<file path="config.mk">
export PLATFORM = sky130hd
export DESIGN_NAME = stat_counters
export DESIGN_NICKNAME = d
export VERILOG_FILES = /design/src/hdl/stat_pkg.sv /design/src/hdl/stat_counters.sv /design/src/hdl/stat_host.sv /design/src/hdl/stat_update.sv /design/src/hdl/stat_arbiter.sv /design/src/hdl/stat_sram.sv /design/src/hdl/sram_bypass.sv /design/src/hdl/delay.sv
export SDC_FILE = /design/constraint.sdc
export NUM_CORES = 2
export LEC_CHECK = 0
export BUFFER_PORTS_ARGS = -buffer_cell sky130_fd_sc_hd__buf_4
export CAP_MARGIN = 20
export CORE_MARGIN = 4
export CORE_UTILIZATION = 35
export DETAILED_ROUTE_END_ITERATION = 8
export PLACE_DENSITY = 0.57
export SLEW_MARGIN = 5
export SYNTH_ARGS = -nofsm -noshare
export SYNTH_HDL_FRONTEND = slang
export SYNTH_SLANG_ARGS = --single-unit
</file>
<file path="constraint.sdc">
create_clock -name clk -period 32.5 [get_ports clk]
set_input_delay 6.5 -clock clk [delete_from_list [all_inputs] [get_ports clk]]
set_output_delay 6.5 -clock clk [all_outputs]
set_load 0.005 [all_outputs]
</file>
<file path="src/hdl/stat_pkg.sv">
package stat_pkg;

  localparam int IDX_W  = 6;             // 64 counters
  localparam int CNT_W  = 16;            // counter width
  localparam int INC_W  = 4;             // event increment width
  localparam int RD_LAT = 2;             // sram read latency in cycles
  localparam int CHK_W  = 6;             // 5 hamming bits plus overall parity
  localparam int CW_W   = CNT_W + CHK_W; // stored codeword width
  localparam int FLIP_W = 2;             // injectable data bits on a host clear

  localparam int FLIP0_POS = 3;          // codeword position of data bit 0
  localparam int FLIP1_POS = 5;          // codeword position of data bit 1

  localparam logic [CNT_W-1:0] cnt_max = '1; // saturation value

  typedef struct packed {
    logic [IDX_W-1:0] idx;
    logic [INC_W-1:0] inc;
  } evt_t;

  typedef enum logic {
    HOST_READ,
    HOST_CLEAR
  } host_op_e;

  typedef struct packed {
    host_op_e          op;
    logic [IDX_W-1:0]  idx;
    logic [FLIP_W-1:0] flip; // per bit, invert stored data bit on a clear
  } host_req_t;

  typedef struct packed {
    logic [CNT_W-1:0] data;
    logic             cerr;
    logic             uerr;
  } host_rsp_t;

  typedef struct packed {
    logic             en;
    logic [IDX_W-1:0] addr;
  } mem_rd_t;

  typedef struct packed {
    logic              en;
    logic [IDX_W-1:0]  addr;
    logic [CNT_W-1:0]  data;
    logic [FLIP_W-1:0] flip;
  } mem_wr_t;

  typedef enum logic {
    OWN_ENGINE,
    OWN_HOST
  } rd_owner_e;

  // hamming layout, positions 1..21, parity at powers of two, overall parity at 0
  function automatic logic [CW_W-1:0] secded_enc(input logic [CNT_W-1:0] data);
    logic [CW_W-1:0] cw;
    int              d;
    cw = '0;
    d  = 0;
    for (int p = 1; p < CW_W; p++) begin
      if ((p & (p - 1)) != 0) begin // not a power of two so a data slot
        cw[p] = data[d];
        d++;
      end
    end
    for (int k = 0; k < CHK_W - 1; k++) begin
      for (int p = 1; p < CW_W; p++) begin
        if ((p & (1 << k)) != 0) cw[1 << k] = cw[1 << k] ^ cw[p]; // own slot still 0
      end
    end
    cw[0] = ^cw[CW_W-1:1]; // overall parity for double detect
    return cw;
  endfunction

  function automatic logic [CNT_W-1:0] secded_dec(input  logic [CW_W-1:0] cw,
                                                  output logic            cerr,
                                                  output logic            uerr);
    logic [CW_W-1:0]    fix;
    logic [CHK_W-2:0]   syn;
    logic               odd;
    logic [CNT_W-1:0]   data;
    int                 d;
    syn  = '0;
    fix  = cw;
    cerr = 1'b0;
    uerr = 1'b0;
    data = '0;
    d    = 0;
    for (int k = 0; k < CHK_W - 1; k++) begin
      for (int p = 1; p < CW_W; p++) begin
        if ((p & (1 << k)) != 0) syn[k] = syn[k] ^ cw[p];
      end
    end
    odd = ^cw;
    if (odd) begin                  // odd flip count, take it as one
      if (syn < CW_W) begin
        fix[syn] = ~fix[syn];       // syn 0 points at the overall bit
        cerr     = 1'b1;
      end else begin
        uerr = 1'b1;                // syndrome outside the word
      end
    end else if (syn != '0) begin
      uerr = 1'b1;                  // even flips, not correctable
    end
    for (int p = 1; p < CW_W; p++) begin
      if ((p & (p - 1)) != 0) begin
        data[d] = fix[p];
        d++;
      end
    end
    return data;
  endfunction

endpackage
</file>
<file path="src/hdl/stat_counters.sv">
`timescale 1ns/1ps

module stat_counters import stat_pkg::*; (
  input  logic             clk,
  input  logic             rst_n,
  input  logic             i_evt_valid,
  input  evt_t             i_evt,
  input  logic             i_host_req_valid,
  input  host_req_t        i_host_req,
  output logic             o_host_busy,
  output logic             o_host_rsp_valid,
  output host_rsp_t        o_host_rsp,
  output logic             o_evt_uerr,
  output logic [IDX_W-1:0] o_evt_uerr_idx
);

  mem_rd_t          eng_rd;
  mem_wr_t          eng_wr;
  mem_rd_t          host_rd;
  mem_wr_t          host_wr;
  logic             host_rd_gnt;
  logic             host_wr_gnt;
  mem_rd_t          mem_rd;       // winner on the read port
  mem_wr_t          mem_wr;       // winner on the write port
  rd_owner_e        rsp_owner;
  logic [CNT_W-1:0] sram_data;    // decoded array data
  logic             sram_cerr;
  logic             sram_uerr;
  logic [CNT_W-1:0] fwd_data;     // after write forwarding
  logic             fwd_cerr;
  logic             fwd_uerr;

  stat_update u_update (
    .clk            (clk),
    .rst_n          (rst_n),
    .i_evt_valid    (i_evt_valid),
    .i_evt          (i_evt),
    .i_rd_data      (fwd_data),
    .i_uerr         (fwd_uerr),     // cerr data is already corrected
    .i_rsp_owner    (rsp_owner),
    .o_rd           (eng_rd),
    .o_wr           (eng_wr),
    .o_evt_uerr     (o_evt_uerr),
    .o_evt_uerr_idx (o_evt_uerr_idx)
  );

  stat_host u_host (
    .clk         (clk),
    .rst_n       (rst_n),
    .i_req_valid (i_host_req_valid),
    .i_req       (i_host_req),
    .i_rd_gnt    (host_rd_gnt),
    .i_wr_gnt    (host_wr_gnt),
    .i_rd_data   (fwd_data),
    .i_cerr      (fwd_cerr),
    .i_uerr      (fwd_uerr),
    .i_rsp_owner (rsp_owner),
    .o_rd        (host_rd),
    .o_wr        (host_wr),
    .o_busy      (o_host_busy),
    .o_rsp_valid (o_host_rsp_valid),
    .o_rsp       (o_host_rsp)
  );

  stat_arbiter u_arbiter (
    .clk           (clk),
    .rst_n         (rst_n),
    .i_eng_rd      (eng_rd),
    .i_eng_wr      (eng_wr),
    .i_host_rd     (host_rd),
    .i_host_wr     (host_wr),
    .o_host_rd_gnt (host_rd_gnt),
    .o_host_wr_gnt (host_wr_gnt),
    .o_mem_rd      (mem_rd),
    .o_mem_wr      (mem_wr),
    .o_rsp_owner   (rsp_owner)
  );

  stat_sram u_sram (
    .clk       (clk),
    .rst_n     (rst_n),
    .i_rd      (mem_rd),
    .i_wr      (mem_wr),
    .o_rd_data (sram_data),
    .o_cerr    (sram_cerr),
    .o_uerr    (sram_uerr)
  );

  sram_bypass #(
    .WA               (IDX_W),
    .WD               (CNT_W),
    .READ_LATENCY     (RD_LAT),
    .UNFLOPPED_BYPASS (0)
  ) u_bypass (
    .clk     (clk),
    .rst_n   (rst_n),
    .i_sra   (mem_rd.addr),
    .i_srd   (sram_data),
    .i_swa   (mem_wr.addr),
    .i_swen  (mem_wr.en),
    .i_swd   (mem_wr.data),
    .i_suerr (sram_uerr),
    .i_scerr (sram_cerr),
    .o_rd    (fwd_data),
    .o_uerr  (fwd_uerr),
    .o_cerr  (fwd_cerr)
  );

endmodule

</file>
<file path="src/hdl/stat_host.sv">
`timescale 1ns/1ps

module stat_host import stat_pkg::*; (
  input  logic             clk,
  input  logic             rst_n,
  input  logic             i_req_valid,  // ignored while busy
  input  host_req_t        i_req,
  input  logic             i_rd_gnt,
  input  logic             i_wr_gnt,
  input  logic [CNT_W-1:0] i_rd_data,
  input  logic             i_cerr,
  input  logic             i_uerr,
  input  rd_owner_e        i_rsp_owner,
  output mem_rd_t          o_rd,
  output mem_wr_t          o_wr,
  output logic             o_busy,
  output logic             o_rsp_valid,
  output host_rsp_t        o_rsp
);

  typedef enum logic [1:0] {
    ST_IDLE,
    ST_REQ,   // asking for a port until granted
    ST_WAIT,  // read in flight
    ST_RSP    // one cycle response pulse
  } state_e;

  state_e    state_q;
  state_e    state_d;
  host_req_t req_q;   // request held until the response
  logic      is_rd;
  logic      own_rsp;

  assign is_rd = (req_q.op == HOST_READ);

  always_ff @(posedge clk) begin
    if (!rst_n) begin
      state_q <= ST_IDLE;
    end else begin
      state_q <= state_d;
    end
  end

  always_ff @(posedge clk) begin
    if ((state_q == ST_IDLE) && i_req_valid) req_q <= i_req;
  end

  always_comb begin
    state_d = state_q;
    unique case (state_q)
      ST_IDLE: if (i_req_valid) state_d = ST_REQ;
      ST_REQ: begin
        if (is_rd && i_rd_gnt) begin
          state_d = ST_WAIT;
        end else if (!is_rd && i_wr_gnt) begin
          state_d = ST_RSP;   // clear is done once written
        end
      end
      ST_WAIT: state_d = ST_RSP; // one wait cycle covers RD_LAT of 2
      ST_RSP:  state_d = ST_IDLE;
      default: state_d = ST_IDLE;
    endcase
  end

  // retry each cycle, the arbiter decides
  assign o_rd.en   = (state_q == ST_REQ) && is_rd;
  assign o_rd.addr = req_q.idx;
  assign o_wr.en   = (state_q == ST_REQ) && !is_rd;
  assign o_wr.addr = req_q.idx;
  assign o_wr.data = '0;
  assign o_wr.flip = req_q.flip;

  assign o_busy      = (state_q != ST_IDLE);
  assign o_rsp_valid = (state_q == ST_RSP);

  assign own_rsp    = (state_q == ST_RSP) && is_rd && (i_rsp_owner == OWN_HOST);
  assign o_rsp.data = own_rsp ? i_rd_data : '0; // clear answers with zero
  assign o_rsp.cerr = own_rsp && i_cerr;
  assign o_rsp.uerr = own_rsp && i_uerr;

endmodule

</file>
<file path="src/hdl/stat_update.sv">
`timescale 1ns/1ps

// event read at t, data back and sum written at t+2
module stat_update import stat_pkg::*; (
  input  logic             clk,
  input  logic             rst_n,
  input  logic             i_evt_valid,
  input  evt_t             i_evt,
  input  logic [CNT_W-1:0] i_rd_data,   // forwarded read data
  input  logic             i_uerr,
  input  rd_owner_e        i_rsp_owner,
  output mem_rd_t          o_rd,
  output mem_wr_t          o_wr,
  output logic             o_evt_uerr,
  output logic [IDX_W-1:0] o_evt_uerr_idx
);

  logic             s1_valid;
  logic             s2_valid;
  evt_t             s1_evt;
  evt_t             s2_evt;
  logic             own_rsp;  // returning data belongs to stage 2
  logic             bad_rd;   // stored counter lost
  logic [CNT_W:0]   sum;      // one extra bit for the carry
  logic [CNT_W-1:0] inc_ext;
  logic [CNT_W-1:0] new_cnt;

  // every event reads at once, the arbiter never refuses the engine
  assign o_rd.en   = i_evt_valid;
  assign o_rd.addr = i_evt.idx;

  always_ff @(posedge clk) begin
    if (!rst_n) begin
      s1_valid <= 1'b0;
      s2_valid <= 1'b0;
    end else begin
      s1_valid <= i_evt_valid;
      s2_valid <= s1_valid;
    end
  end

  always_ff @(posedge clk) begin
    s1_evt <= i_evt;
    s2_evt <= s1_evt;
  end

  assign own_rsp = s2_valid && (i_rsp_owner == OWN_ENGINE);
  assign bad_rd  = own_rsp && i_uerr;
  assign inc_ext = {{(CNT_W-INC_W){1'b0}}, s2_evt.inc};
  assign sum     = {1'b0, i_rd_data} + {1'b0, inc_ext};

  always_comb begin
    if (bad_rd) begin
      new_cnt = inc_ext;          // restart from this event alone
    end else if (sum[CNT_W]) begin
      new_cnt = cnt_max;          // saturate
    end else begin
      new_cnt = sum[CNT_W-1:0];
    end
  end

  assign o_wr.en   = s2_valid;
  assign o_wr.addr = s2_evt.idx;
  assign o_wr.data = new_cnt;
  assign o_wr.flip = '0;          // injection is a host feature only

  assign o_evt_uerr     = bad_rd;
  assign o_evt_uerr_idx = s2_evt.idx;

  a_rsp_is_engine: assert property (@(posedge clk) disable iff (!rst_n)
    s2_valid |-> (i_rsp_owner == OWN_ENGINE));

endmodule

</file>
<file path="src/hdl/stat_arbiter.sv">
`timescale 1ns/1ps

module stat_arbiter import stat_pkg::*; (
  input  logic      clk,
  input  logic      rst_n,
  input  mem_rd_t   i_eng_rd,
  input  mem_wr_t   i_eng_wr,
  input  mem_rd_t   i_host_rd,
  input  mem_wr_t   i_host_wr,
  output logic      o_host_rd_gnt,
  output logic      o_host_wr_gnt,
  output mem_rd_t   o_mem_rd,
  output mem_wr_t   o_mem_wr,
  output rd_owner_e o_rsp_owner // owner of the data returning now
);

  rd_owner_e rd_owner; // owner of the read issued now
  logic      owner_q;

  // engine always wins and the host only fills idle slots
  assign o_host_rd_gnt = i_host_rd.en && !i_eng_rd.en;
  assign o_host_wr_gnt = i_host_wr.en && !i_eng_wr.en;

  always_comb begin
    o_mem_rd = '0; // idle port carries a clean address
    if (i_eng_rd.en) begin
      o_mem_rd = i_eng_rd;
    end else if (o_host_rd_gnt) begin
      o_mem_rd = i_host_rd;
    end
  end

  always_comb begin
    o_mem_wr = '0;
    if (i_eng_wr.en) begin
      o_mem_wr = i_eng_wr;
    end else if (o_host_wr_gnt) begin
      o_mem_wr = i_host_wr;
    end
  end

  assign rd_owner = i_eng_rd.en ? OWN_ENGINE : OWN_HOST;

  delay #(
    .WIDTH  (1),
    .STAGES (RD_LAT)
  ) u_owner_dly (
    .clk   (clk),
    .rst_n (rst_n),
    .i_in  (rd_owner),
    .o_out (owner_q)
  );

  assign o_rsp_owner = rd_owner_e'(owner_q);

  // the host holds one request, so it never asks for both ports at once
  a_host_one_port: assert property (@(posedge clk) disable iff (!rst_n)
    $onehot0({i_host_rd.en, i_host_wr.en}));

endmodule

</file>
<file path="src/hdl/stat_sram.sv">
`timescale 1ns/1ps

module stat_sram import stat_pkg::*; (
  input  logic             clk,
  input  logic             rst_n,
  input  mem_rd_t          i_rd,
  input  mem_wr_t          i_wr,
  output logic [CNT_W-1:0] o_rd_data, // valid RD_LAT after the read
  output logic             o_cerr,
  output logic             o_uerr
);

  logic [CW_W-1:0] mem [2**IDX_W]; // codeword array
  logic [CW_W-1:0] wr_cw;          // encoded write word after injection
  logic [CW_W-1:0] rd_cw1;         // array output
  logic [CW_W-1:0] rd_cw2;         // second read stage, feeds the decoder

  always_comb begin
    wr_cw = secded_enc(i_wr.data);
    // flip mask hits data bits only, parity stays as computed
    wr_cw[FLIP0_POS] = wr_cw[FLIP0_POS] ^ i_wr.flip[0];
    wr_cw[FLIP1_POS] = wr_cw[FLIP1_POS] ^ i_wr.flip[1];
  end

  always_ff @(posedge clk) begin
    if (i_wr.en) mem[i_wr.addr] <= wr_cw; // stored at the end of the write cycle
  end

  // read samples the array at the end of the issue cycle, so a write in the
  // same cycle is missed and left to the bypass
  always_ff @(posedge clk) begin
    if (i_rd.en) rd_cw1 <= mem[i_rd.addr];
    rd_cw2 <= rd_cw1;
  end

  always_comb begin
    o_rd_data = secded_dec(rd_cw2, o_cerr, o_uerr); // correct single, flag double
  end

  a_rd_addr_known: assert property (@(posedge clk) disable iff (!rst_n)
    i_rd.en |-> !$isunknown(i_rd.addr));

endmodule

</file>
<file path="src/hdl/sram_bypass.sv">
`timescale 1ns/1ps

// forwards writes the array has not seen yet onto the read data, so a
// read-modify-write loop sees its own recent writes
module sram_bypass #(
  parameter int WA               = 6,
  parameter int WD               = 32,
  parameter int READ_LATENCY     = 2,
  parameter bit UNFLOPPED_BYPASS = 0
) (
  input  logic          clk,
  input  logic          rst_n,
  input  logic [WA-1:0] i_sra,   // read address issued this cycle
  input  logic [WD-1:0] i_srd,   // sram read data, READ_LATENCY later
  input  logic [WA-1:0] i_swa,
  input  logic          i_swen,
  input  logic [WD-1:0] i_swd,
  input  logic          i_suerr,
  input  logic          i_scerr,
  output logic [WD-1:0] o_rd,
  output logic          o_uerr,
  output logic          o_cerr
);

  logic [WA-1:0]         ra_q [1:READ_LATENCY]; // read address, index is age
  logic [WD-1:0]         wd_q [1:READ_LATENCY]; // write data, index is age
  logic [READ_LATENCY:1] hit;                   // write matches a read in flight
  logic [READ_LATENCY:1] hit_dly;               // hit lined up with its read data
  logic                  hit_now;               // write in the cycle the data returns

  // age the read addresses
  always_ff @(posedge clk) begin
    if (!rst_n) begin
      for (int i = 1; i <= READ_LATENCY; i++) ra_q[i] <= '0;
    end else begin
      ra_q[1] <= i_sra;
      for (int i = 2; i <= READ_LATENCY; i++) ra_q[i] <= ra_q[i-1];
    end
  end

  always_ff @(posedge clk) begin
    wd_q[1] <= i_swd;
    for (int i = 2; i <= READ_LATENCY; i++) wd_q[i] <= wd_q[i-1];
  end

  // hit[i] pairs the current write with the read issued READ_LATENCY-i ago,
  // then waits i cycles for that read to come back
  for (genvar i = 1; i <= READ_LATENCY; i++) begin : g_cmp
    if (i == READ_LATENCY) begin : g_cur
      assign hit[i] = i_swen && (i_swa == i_sra); // read and write same cycle
    end else begin : g_old
      assign hit[i] = i_swen && (i_swa == ra_q[READ_LATENCY-i]);
    end
    delay #(
      .WIDTH  (1),
      .STAGES (i)
    ) u_hit_dly (
      .clk   (clk),
      .rst_n (rst_n),
      .i_in  (hit[i]),
      .o_out (hit_dly[i])
    );
  end

  assign hit_now = i_swen && (i_swa == ra_q[READ_LATENCY]);

  always_comb begin
    o_rd   = i_srd;   // sram data unless a write overrides it
    o_uerr = i_suerr;
    o_cerr = i_scerr;
    for (int i = READ_LATENCY; i >= 1; i--) begin // oldest first, newest lands last
      if (hit_dly[i]) begin
        o_rd   = wd_q[i];
        o_uerr = 1'b0;  // forwarded data never went through the array
        o_cerr = 1'b0;
      end
    end
    if (UNFLOPPED_BYPASS && hit_now) begin
      o_rd   = i_swd;   // long combinational path, off by default
      o_uerr = 1'b0;
      o_cerr = 1'b0;
    end
  end

  a_swen_known: assert property (@(posedge clk) disable iff (!rst_n)
    !$isunknown(i_swen));

endmodule

</file>
<file path="src/hdl/delay.sv">
`timescale 1ns/1ps

module delay #(
  parameter int WIDTH  = 1,
  parameter int STAGES = 1
) (
  input  logic             clk,
  input  logic             rst_n,
  input  logic [WIDTH-1:0] i_in,
  output logic [WIDTH-1:0] o_out
);

  logic [WIDTH-1:0] stage_q [STAGES]; // stage 0 is the newest

  always_ff @(posedge clk) begin
    if (!rst_n) begin
      for (int i = 0; i < STAGES; i++) stage_q[i] <= '0;
    end else begin
      stage_q[0] <= i_in;
      for (int i = 1; i < STAGES; i++) stage_q[i] <= stage_q[i-1]; // shift one step
    end
  end

  assign o_out = stage_q[STAGES-1];

endmodule

</file>
# Word level (Yosys, flattened, before mapping)
# Memories as Yosys holds them, arrays and structs flattened. A register that Yosys moved wholly into a read port is not among the register bits.
# Index checks and enable logic that the tools add are counted.
[classes]
add_sub_neg = 1
n_lt_le_gt_ge = 3
n_eq_ne = 7
muxes = 42
n_bitwise = 86
n_reduce_logical = 25
[ops]
columns = ["op", "n"]
rows = [
  ["$mux 16", 5],
  ["$xor 1x1->1", 77],
  ["$mux 25", 2],
  ["$mux 22", 2],
  ["$bwmux 22", 1],
  ["$mux 1", 22],
  ["$reduce_xor 22->1", 1],
  ["$reduce_xor 21->1", 1],
  ["$add 16x4->17", 1],
  ["$logic_and 1x1->1", 16],
  ["$mux 7", 2],
  ["$eq 6x6->1", 2],
  ["$mux 6", 2],
  ["$pmux 2 s4", 1],
  ["$lt 5x6->1 const B", 1],
  ["$mux 2", 3],
  ["$or 1x1->1", 6],
  ["$bmux 1 s5", 1],
  ["$demux 1 s5", 1],
  ["$ge 5x1->1 const B", 1],
  ["$lt 5x5->1 const B", 1],
  ["$reduce_bool 5->1", 1],
  ["$eq 2x2->1 const B", 2],
  ["$ne 3x1->1 const B", 1],
  ["other kinds (8)", 11],
]
[totals]
ff_bits = 55
mem_bits_rw = 1457
inputBits = 23
out_inout_bits = 27
wordCells = 181
mem_count = 6
[memory_table]
columns = ["memory", "depth", "word_bits", "rd", "rd_clocked_by_memory_dff", "wr", "line", "rtl"]
rows = [
  ["u_sram.mem", 64, 22, 1, 1, 1, "stat_sram.sv:13", "logic [CW_W-1:0] mem [2**IDX_W];"],
  ["u_bypass.wd_q", 2, 16, 2, 0, 2, "sram_bypass.sv:26", "logic [WD-1:0] wd_q [1:READ_LATENCY];"],
  ["u_bypass.ra_q", 2, 6, 1, 0, 2, "sram_bypass.sv:25", "logic [WA-1:0] ra_q [1:READ_LATENCY];"],
  ["u_arbiter.u_owner_dly.stage_q", 2, 1, 2, 0, 2, "delay.sv:13", "logic [WIDTH-1:0] stage_q [STAGES];"],
  ["u_bypass.g_cmp[2].u_hit_dly.stage_q", 2, 1, 2, 0, 2, "delay.sv:13", ""],
  ["u_bypass.g_cmp[1].u_hit_dly.stage_q", 1, 1, 1, 0, 1, "delay.sv:13", ""],
]

# Depth between registers and ports, before layout
[logic_depth]
word_depth = 33
mapped_depth = 27
depth_no_buf = 26

# Modules after synthesis
# From an unflattened synthesis, not the netlist that was laid out.
[hier_totals]
cells_unflattened = 2690
hier_area_um2 = 60092.6
[by_module_without_submodules]
columns = ["mod", "n_inst", "cells_each", "area_each_um2"]
rows = [
  ["stat_sram", 1, 2310, 56264.0],
  ["sram_bypass", 1, 115, 1290.0],
  ["stat_update", 1, 129, 1148.6],
  ["stat_host", 1, 83, 894.6],
  ["stat_arbiter", 1, 43, 364.1],
  ["delay (u_arbiter.u_owner_dly ...)", 2, 4, 52.6],
  ["delay (u_bypass.g_cmp[1].u_hit_dly)", 1, 2, 26.3],
]

# Worst setup path before layout
# No wires, ideal clock.
[synth_path]
path_kind = "reg-to-reg"
start = "register u_sram.rd_cw2[7]"
end = "memory u_sram.mem[0][0] (netlist name) (data pin)"
setup_time_ps = 374
arrival_ps = 10043
setup_slack_ps = 22083
path_stages_with_launch = 23
period_less_slack_ps = 10417
cell_sequence = "dfxtp_1 > xor2_1 > xnor3_2 > xnor2_2 > mux4_2 > a32oi_1 > nand3_1 > nor2_1 > mux2_2 > mux2i_1 > o21ai_0 > ha_1 > inv_1 > fa_1 > nor2b_1 > o21ai_0 > nor2b_1 > nor2_1 > nand4_1 > a31oi_1 > xor2_1 > xnor2_1 > xor3_1"
[synth_rtl]
columns = ["element", "line", "rtl"]
rows = [
  ["start, declared", "stat_sram.sv:16", "logic [CW_W-1:0] rd_cw2;"],
  ["start signal, assigned", "stat_sram.sv:33", "rd_cw2 <= rd_cw1;"],
  ["end, declared", "stat_sram.sv:13", ""],
]

==> flow_metrics.tcl <==
set metrics [dict create \
    cts-resized-gates 0 \
    cts_made_buffers 159 \
    hold_buffers 0 \
    first_global_vias 38079 \
    htree_num_levels 4 \
    fin_hold_ws_ns 0.308 \
    fin_crit_ns 11.61 \
    groute.usage.overall_pct 18.9 \
    clk-insertion-delay-late_ns 0.79 \
    design.portCount 50 \
    slew_viol_final 0 \
    syn_inst 4846 \
    max-clock-path-buffers 3 \
    antenna_found_initial 7 \
    peakVddDrop_v 0.000157 \
    layout_worst_path_cycle_share_pct 35.7 \
    finalWorstSetupSlack_ns 20.89 \
    number_of_standard_cell_rows_in_the_floorplan 154 \
    timing.reg2reg.setup_slack_ns 23.38 \
    timing.fmax_ghz 0.0861 \
    critical_path.max_stage_delay_ns 0.69 \
    synthesis_warning_total 0 \
    slowest_stage "dfxtp_1" \
    worstMarginPinSlew_ns 1.38 \
    filler_instances 16411 \
    maximum_number_of_pins_on_one_net_before_global_route_repair 198 \
    timing.setup.critical_path_class "reg2out" \
    yosys.cell_types.count 90 \
    worstPathCellList "xor3_1, xnor3_1, xnor2_2, mux2_1, o22a_1, o211ai_2, nand3_1, nor2_1, mux2_2, mux2i_1, o21ai_0, nor2b_1, buf_4" \
    relSlewSlack_pct 8.03 \
    drt_drc_violations_left 0 \
    crit_path_end "o_host_rsp[4]" \
    worst_clock_skew_ns 0.0271 \
    synth-edff-count 1439 \
    drv_cap 0 \
    io_buffers 49 \
    grt_first_pass_wirelength_mm 263 \
    rsz_0062_raised_after_global_routing "false" \
    drt-vias-per-instance 5.47 \
    nNetsFinal 4893 \
    post-place-ws_ns 20.38 \
    postSynthNetCount 4878 \
    synth_flop_cell "edfxtp_1" \
    cp.required_ns 26.00 \
    area_delta_synth_final_pct 13.8 \
    grt_remaining_overflow 0 \
    worstHoldPathType "reg2reg" \
    postRouteWirelength_mm 180 \
    critical_path.endpoint_type "output port" \
    total_die_area_um2 184000 \
    cts_tree "built" \
    worst-path-max-fanout 13 \
    gp_congestion 0.828 \
    power.static_leakage_uw 0.0243 \
    drt_pass1_iterations 5 \
    initial_utilization_pct 35.2 \
    dp.final_hpwl_mm 93.8 \
    setup-violations-final 0 \
    synth.avg_cell_area_um2 12.8 \
    die_height_um 429 \
    power_per_standard_cell_area_nw_per_um2 80.7 \
    setup-tns-final_ns 0 \
    cp-startpoint "u_sram.rd_cw2[9]" \
    start_kind "register" \
    cts.clk_slew.worst_paths_ns 0.06 \
    hold_viol 0 \
    run_status "completed" \
    crit-reg2reg-launch "u_sram.rd_cw2[9]" \
    ys_ff_latch 1528 \
    cts_root_buffer "clkbuf_16" \
    capture_point_of_the_worst_reg_to_reg_path "u_sram.mem[44][0]" \
    wirelength_per_cell_um 24.5 \
    drive_above_1_share_pct 10.9 \
    cts_post_setup_buffers_inserted 0 \
    worstPathArrival_ns 5.11 \
    core_area_um2 176000 \
    hold_path_depth 0 \
    die_width_um 429 \
    drt_first_iter_violations 4259 \
    r2r_cells 28 \
    antenna_violating_nets_post_route 0 \
    synth.cell_area_um2 62000 \
    clock_sink_count 1528 \
    synth-async-reset-ratio_pct 0 \
    final_util_pct 40.1 \
    power_uw 5700 \
    num_vias 40115 \
    synth_sequential_area_ratio_pct 72.5 \
]
[cells in the final DEF, fill, tap and decap left out, types with 7 or more instances in the layout]
cell type,count
dfxtp_1,89
edfxtp_1,1439
clkbuf_16,164
and2_1,14
a21oi_4,10
a31oi_1,91
clkinv_2,23
ha_1,8
nor2_2,61
nand2b_1,7
nor4_1,9
xnor2_2,9
clkbuf_1,42
nor2_1,49
nand4_1,8
a22o_1,7
nand3_1,364
nor3_1,10
buf_4,175
inv_1,15
xor2_1,25
nor2_4,8
clkinv_1,35
and3_1,179
nand2_1,1448
a21oi_1,100
a311oi_1,264
a211oi_1,69
mux2i_1,13
a22oi_1,9
nor2b_1,16
inv_6,7
xnor2_1,47
clkbuf_8,8
o21ai_0,24
[area by class of cell]
| class | instances | area, um^2 | area share [%] |
|---|---|---|---|
| timing repair buffer | 184 | 1400 | 1.98 |
| multi-input combinational | 2972 | 16200 | 23.0 |
| sequential | 1528 | 45000 | 63.7 |
| tap | 2340 | 2930 | 4.15 |
| clock buffer | 214 | 4370 | 6.19 |
| clock inverter | 79 | 611 | 0.865 |
| inverter | 16 | 60.1 | 0.0851 |
| antenna | 2 | 5.00 | 0.00709 |
[where the power goes]
group          leakage, uW  switching (uW)  internal, uW  total (uW)
Combinational      0.00781            1040           405        1450
Sequential          0.0140            40.9          2460        2500
Clock              0.00244             757           994        1750
Total               0.0243            1840          3850        5700
[state kept, by name, summed over array words and instances, names as in the netlist, 3 cells and up]
signal                            flops
u_update.inc_ext                      4
u_bypass.wd_q                        32
u_update.o_evt_uerr_idx               6
u_host.o_rd                           6
u_bypass.g_cmp.u_hit_dly.stage_q      3
u_bypass.ra_q                         6
u_sram.rd_cw1                        22
u_sram.mem                         1408
u_update.s1_evt                      10
u_sram.rd_cw2                        22
[critical path: cells and delay by family, from the launching register on]
| family | cells | cell delay (ns) |
|---|---|---|
| XOR/XNOR | 3 | 1.40 |
| multiplexers | 3 | 0.69 |
| flip-flops | 1 | 0.69 |
| buffers and inverters | 1 | 0.14 |
| AO/OA/AOI/OAI | 3 | 0.86 |
| AND/OR/NAND/NOR | 3 | 0.54 |
[cells by family after synthesis]
| family | count (synthesis) | synth area share [%] |
|---|---|---|
| buf+inv | 346 | 2.11 |
| flops | 1528 | 72.5 |
| simple gates | 2201 | 15.3 |
| compound gates | 642 | 7.71 |
| mux | 22 | 0.414 |
| xor+xnor | 96 | 1.73 |
| fa+ha+maj | 11 | 0.228 |
[synth_stat cells (6+ instances only)]
| cell type | n | area [um^2] |
|---|---|---|
| a311oi_1 | 265 | 2320 |
| nand2b_1 | 7 | 43.8 |
| nor2_1 | 116 | 435 |
| a32oi_1 | 6 | 52.6 |
| xor2_1 | 27 | 236 |
| nand3_1 | 364 | 1820 |
| xnor2_2 | 7 | 114 |
| and3_1 | 180 | 1130 |
| o21ai_0 | 25 | 125 |
| inv_1 | 15 | 56.3 |
| nand4_1 | 8 | 50.1 |
| o21ai_1 | 6 | 30.0 |
| clkbuf_1 | 305 | 1140 |
| a22o_1 | 7 | 61.3 |
| o21a_1 | 7 | 52.6 |
| nand2_1 | 1448 | 5440 |
| and2_1 | 14 | 87.6 |
| buf_1 | 23 | 86.3 |
| dfxtp_1 | 89 | 1780 |
| ha_1 | 8 | 100 |
| nor3_1 | 10 | 50.1 |
| a21oi_1 | 110 | 551 |
| a21o_1 | 6 | 45.0 |
| nor2b_1 | 16 | 100 |
| a31oi_1 | 92 | 576 |
| mux2i_1 | 13 | 130 |
| a211oi_1 | 70 | 526 |
| xnor2_1 | 49 | 429 |
| nor4_1 | 9 | 56.3 |
| a22oi_1 | 9 | 67.6 |
| edfxtp_1 | 1439 | 43200 |
[metrics by stage]
step	instances	cell area, um^2
2_1_floorplan	4846	62000
3_3_place_gp	7031	65500
3_5_place_dp	7037	65600
4_1_cts	7330	70600
5_1_grt	7333	70600
6_report	7335	70600
[how the worst min path moves through the flow]
stage                                   from                         end  slack [ns]
after floorplan           u_update.s1_evt[0]         u_update.inc_ext[0]        0.31
after global placement    u_update.s1_evt[5]  u_update.o_evt_uerr_idx[1]        0.31
after detailed placement  u_update.s1_evt[6]  u_update.o_evt_uerr_idx[2]        0.31
after CTS                 u_update.s1_evt[5]  u_update.o_evt_uerr_idx[1]        0.30
after global routing      u_update.s1_evt[5]  u_update.o_evt_uerr_idx[1]        0.31
final                     u_update.s1_evt[5]  u_update.o_evt_uerr_idx[1]        0.31
[per-layer routing]
| metal | vias to the layer above | routed length [um] | global-route usage (%) |
|---|---|---|---|
| li1 | 17965 | - | - |
| met5 | - | 34 | 0 |
| met2 | 1687 | 83900 | 30.1 |
| met1 | 20171 | 76500 | 26.4 |
| met3 | 288 | 14000 | 3.46 |
| met4 | 4 | 5250 | 5.95 |
(Power assumes the default switching activity.)
